## src/cpu_pkg.sv

```systemverilog
package cpu_pkg;

    localparam int div_steps = 32; // one quotient bit per iteration

    typedef enum logic [4:0] {
        alu_add,
        alu_addu,
        alu_sub,
        alu_subu,
        alu_and,
        alu_or,
        alu_xor,
        alu_nor,
        alu_slt,
        alu_sltu,
        alu_sll,
        alu_srl,
        alu_sra,
        alu_lui,
        alu_div,
        alu_divu
    } alu_op_e;

    typedef enum logic [3:0] {
        mem_none,
        mem_lb,
        mem_lbu,
        mem_lh,
        mem_lhu,
        mem_lw,
        mem_sb,
        mem_sh,
        mem_sw
    } mem_op_e;

    typedef enum logic [4:0] {
        exc_none = 5'd0,
        exc_adel = 5'd4,  // load address error
        exc_ades = 5'd5,  // store address error
        exc_ov   = 5'd12
    } exc_code_e;

    typedef enum logic [1:0] {
        src2_rt,
        src2_zimm,        // zero-extended immediate
        src2_simm         // sign-extended immediate
    } src2_sel_e;

    // decoded instruction entering execute
    typedef struct packed {
        logic [31:0] pc;
        logic [31:0] rs_value;
        logic [31:0] rt_value;
        logic [15:0] imm;
        logic [4:0]  dest;
        logic        gr_we;
        alu_op_e     alu_op;
        mem_op_e     mem_op;
        logic        src1_is_sa;
        src2_sel_e   src2_sel;
    } ds_to_es_t;

    typedef struct packed {
        logic [31:0] pc;
        logic [31:0] alu_result;  // also the memory byte address
        logic [31:0] rt_value;
        logic [4:0]  dest;
        logic        gr_we;
        mem_op_e     mem_op;
        exc_code_e   exc;
    } es_to_ms_t;

    typedef struct packed {
        logic [31:0] pc;
        logic [31:0] result;
        logic [4:0]  dest;
        logic        gr_we;       // already cleared on exception
        exc_code_e   exc;
    } ms_to_ws_t;

endpackage

```

## src/mem_stage.sv

```systemverilog
`timescale 1ns/1ps

module mem_stage (
    input  logic               clk,
    input  logic               reset,
    input  logic               flush,
    input  logic               es_to_ms_valid,
    input  cpu_pkg::es_to_ms_t es_to_ms_bus,
    input  logic [31:0]        ram_rdata,
    input  logic               ws_allowin,
    output logic               ms_allowin,
    output logic               ms_ex,
    output logic               ws_valid,
    output cpu_pkg::ms_to_ws_t ws_bus
);
    import cpu_pkg::*;

    logic        ms_valid;
    es_to_ms_t   ms_bus_r;
    logic [1:0]  addr_lo;
    logic [7:0]  load_byte;
    logic [15:0] load_half;
    logic [31:0] result;

    assign ms_allowin = !ms_valid || ws_allowin;   // always ready
    assign ws_valid   = ms_valid;
    assign ms_ex      = ms_valid && (ms_bus_r.exc != exc_none);

    always_ff @(posedge clk) begin
        if (reset || flush) ms_valid <= 1'b0;
        else if (ms_allowin) ms_valid <= es_to_ms_valid;
    end

    always_ff @(posedge clk) begin
        if (es_to_ms_valid && ms_allowin) ms_bus_r <= es_to_ms_bus;
    end

    assign addr_lo   = ms_bus_r.alu_result[1:0];
    assign load_byte = ram_rdata[{addr_lo, 3'b000} +: 8];
    assign load_half = addr_lo[1] ? ram_rdata[31:16] : ram_rdata[15:0];

    always_comb begin
        case (ms_bus_r.mem_op)
            mem_lb:  result = {{24{load_byte[7]}}, load_byte};
            mem_lbu: result = {24'b0, load_byte};
            mem_lh:  result = {{16{load_half[15]}}, load_half};
            mem_lhu: result = {16'b0, load_half};
            mem_lw:  result = ram_rdata;
            default: result = ms_bus_r.alu_result;  // stores and plain ALU ops
        endcase
    end

    // an excepting record never writes the register file
    assign ws_bus = '{
        pc:     ms_bus_r.pc,
        result: result,
        dest:   ms_bus_r.dest,
        gr_we:  ms_bus_r.gr_we && (ms_bus_r.exc == exc_none),
        exc:    ms_bus_r.exc
    };

endmodule

```

## config.mk

```make
export PLATFORM = sky130hd
export DESIGN_NAME = mem_stage
export DESIGN_NICKNAME = d
export VERILOG_FILES = /design/src/cpu_pkg.sv /design/src/mem_stage.sv
export SDC_FILE = /design/constraint.sdc
export NUM_CORES = 1
export LEC_CHECK = 0
export BUFFER_PORTS_ARGS = -buffer_cell sky130_fd_sc_hd__buf_2
export CAP_MARGIN = 20
export CORE_MARGIN = 1
export CORE_UTILIZATION = 45
export CTS_CLUSTER_SIZE = 24
export DETAILED_ROUTE_END_ITERATION = 10
export PLACE_DENSITY = 0.81
export SYNTH_ARGS = -nofsm -noshare
export SYNTH_HDL_FRONTEND = slang
export SYNTH_SLANG_ARGS = --single-unit
```

## constraint.sdc

```tcl
create_clock -name clk -period 3.1 [get_ports clk]
set_input_delay 0.31 -clock clk [delete_from_list [all_inputs] [get_ports clk]]
set_output_delay 0.31 -clock clk [all_outputs]
set_load 0.005 [all_outputs]
```

==> results.md <==
* Number of vias per cell after detailed routing at 5.20
* Number of buffers between clock root and the deepest sink at 2
* Cell area after synthesis at 4030 um^2
* Maximum clock frequency at 0.371 GHz
* Met2 track demand over resource in global routing at 36.4%
* Final Cycle Share at 86.9%
* Capturing element type of the critical path: output pin
* Type of the worst min-delay path: in2reg
* CP max-delay cell: sky130_fd_sc_hd__o21ai_2
* Clock root buffer: sky130_fd_sc_hd__clkbuf_8
* Final setup slack of the worst path at 0.406 ns
* Rows at 34
* Post-CTS Setup Inserts at 0
* Depth of the worst register-to-register path at 3
* Leading post-synthesis cells by cell area: sky130_fd_sc_hd__edfxtp_1 59%, sky130_fd_sc_hd__buf_4 8.4%, sky130_fd_sc_hd__mux4_1 4.6%, sky130_fd_sc_hd__inv_1 3.0%, sky130_fd_sc_hd__nand2_1 2.2%
* 1st-iter DRT viols at 79
* Outcome: finished clean
* Cell accounting for the most synthesized area: sky130_fd_sc_hd__edfxtp_1
* Library cells used by synthesis at 44
* Category of the worst setup path launch point: register
* Worst Setup Slack post-DPL at 0.826 ns
* TritonCTS Buffers at 9
* Count of mapped cells out of synthesis at 301
* Detailed Place HPWL at 7590 um
* Setup skew after layout at 0.0143 ns
* Most used standard cell by instance count after synthesis: sky130_fd_sc_hd__edfxtp_1
* Hold path start: reset
* Final instance area at 4940 um^2
* CP peak stage delay at 0.59 ns
* Number of inserted diodes at 0
* Power density relative to cell area at 485 nW/um^2
* Maximum vdd ir drop at 345 uV
* Number of max-cap violations at 0
* Final hold violation count at 0
* Min Hold Slack at 0.109 ns
* Yosys warning total at 0
* Average cell area after synthesis at 13.4 um^2
* Clock latency on the worst-skew pair at 0.35 ns
* DRT Pass-1 Iters at 4
* Weighted congestion at the end of routability-driven global placement at 0.936
* Wire per inst at 17.7 um
* Post-synthesis sequential area ratio at 59.4%
* Cell breakdown of the critical path: and3b_1 > o21ai_2 > o21ai_0 > o32a_1 > buf_2
* Most heavily used metal layer in global routing: met2
* Via count of the routed design at 2,948
* Maximum number of pins on one net before global-route repair at 80
* Instance count along the most critical hold path at 2
* Number of synthesized flops with an enable pin at 79
* Setup repair after global routing missed its margin: no
* Number of H-tree levels at 3
* Wire length of the first global-routing pass at 15,500 um
* DP Area at 4750 um^2
* Commonest cells in the netlist: 79 x sky130_fd_sc_hd__edfxtp_1, 45 x sky130_fd_sc_hd__buf_4, 32 x sky130_fd_sc_hd__inv_1
* Number of nets in the layout at 602
* Met1 Resource Use GR at 25.3%
* Die X-Extent at 96.6 um
* Total global routing overflow at 0
* Leakage component of the power at 0.00217 uW
* Met3 Track Usage GR at 6.86%
* Register-to-register setup slack at 1.74 ns
* Number of sinks driven by the clock tree at 80
* DRC violation count after routing at 0
* Post-Syn Nets at 449
* Antenna-violating nets left at 0
* Antenna violations before repair at 0
* Share of final-layout standard cells stronger than drive strength 1 at 51.9%
* Slew at the pin closest to its max-slew limit at 0.733 ns
* Final number of setup-violating endpoints at 0
* TritonCTS clock tree: built
* Leading register cell type out of synthesis: sky130_fd_sc_hd__edfxtp_1
* Time the worst path needs with I/O delays and setup at 2.69 ns
* Critical Path Fanout Max at 16
* Die footprint at 9340 um^2
* I/O Pins at 226
* Share of Yosys cell area claimed by the top area cell type at 58.9%
* Syn-to-layout area delta at 22.6%
* Setup Crit Path Kind: reg2out
* Total negative setup slack at 0 ns
* Cts hold-fix bufs at 0
* Critical Path Start: ms_bus_r[5]
* Number of global-route vias before repair at 3,064
* Async SR Flop Fraction at 0%
* Initial Utilization at 46.4%
* Vertical extent of the die at 96.6 um
* Reg-to-reg startpoint: ws_valid
* Detailed-route wire length at 10,100 um
* Data arrival at the endpoint of the critical path at 2.38 ns
* Number of buffer cells added on primary ports at 193
* Global Route Usage Sum at 21.8%
* Number of gates resized after cts at 0
* Final max-slew violation count at 0
* Std-Cell Core Area at 8680 um^2
* CTS clock-pin slew for the worst setup and hold paths at 0.10 ns
* Relative max-transition margin at 51.1%
* Flops & latches, synth at 80
* Data required time at the worst endpoint at 2.79 ns
## cell type report
type,count,area [um^2]
Timing Repair Buffer,199,1020
Tap cell,108,135
Clock buffer,9,124
Clock inverter,7,61.3
Multi-Input combinational cell,132,1080
Sequential cell,80,2390
Inverter,32,120
Fill cell,752,3740
## registers in the layout, indices dropped and copies added, names as in the netlist
name and count:
ms_bus_r 35, ws_valid 1, addr_lo 2, ws_bus 42
## worst paths after layout
kind             endpoint
max            ws_bus[18]
min              ws_valid
min reg2reg      ws_valid
max reg2reg  ms_bus_r[61]
## per-stage QoR
step | cells | total power (uW) | utilization, %
floorplan | 301 | 1540 | -
global placement | 551 | 1670 | 54.8
detailed placement | 551 | 1690 | 54.8
CTS | 567 | 2410 | 56.9
global route | 567 | 2490 | 56.9
finish | 567 | 2390 | 56.9
## kinds of logic after synthesis
group                  share of synthesized area (%)
AO/OA/AOI/OAI                                   13.2
XOR/XNOR                                       0.217
buffers and inverters                           13.8
flip-flops                                      59.4
multiplexers                                    5.47
AND/OR/NAND/NOR                                 7.98
## worst max-delay path, delay by kind of cell (launching register included)
kind | cells | cell delay (ns)
and+or+nand+nor | 1 | 0.24
AOI/OAI and AO/OA | 3 | 1.11
DFF | 1 | 0.55
buffers and inverters | 1 | 0.13
## metal layers
| metal | share of wire, % | vias to the layer above |
|---|---|---|
| met3 | 10 | 25 |
| li1 | - | 1360 |
| met2 | 48 | 174 |
| met1 | 38 | 1389 |
| met5 | 0 | - |
| met4 | 3.6 | 0 |
## report_power, final
| group | total, uW | switching (uW) | leakage [uW] | internal [uW] |
|---|---|---|---|---|
| clock | 732 | 422 | 0.0000961 | 310 |
| sequential | 1290 | 27.8 | 0.000777 | 1260 |
| combinational | 372 | 188 | 0.00130 | 184 |
| total | 2390 | 639 | 0.00217 | 1760 |
## cell usage in the layout (no fill, tap or decap), drive strengths merged, types with 2 or more instances in the layout
| master | count |
|---|---|
| buf | 199 |
| edfxtp | 79 |
| inv | 37 |
| nand2 | 24 |
| nor2 | 23 |
| a21oi | 17 |
| o22a | 9 |
| clkbuf | 9 |
| o32ai | 9 |
| o32a | 8 |
| mux4 | 7 |
| a31oi | 6 |
| nor3b | 4 |
| nor2b | 3 |
| nand2b | 2 |
| o21ai | 2 |
| mux2 | 2 |
| and2 | 2 |
| clkinv | 2 |
Power figures use the tool's default switching activity.
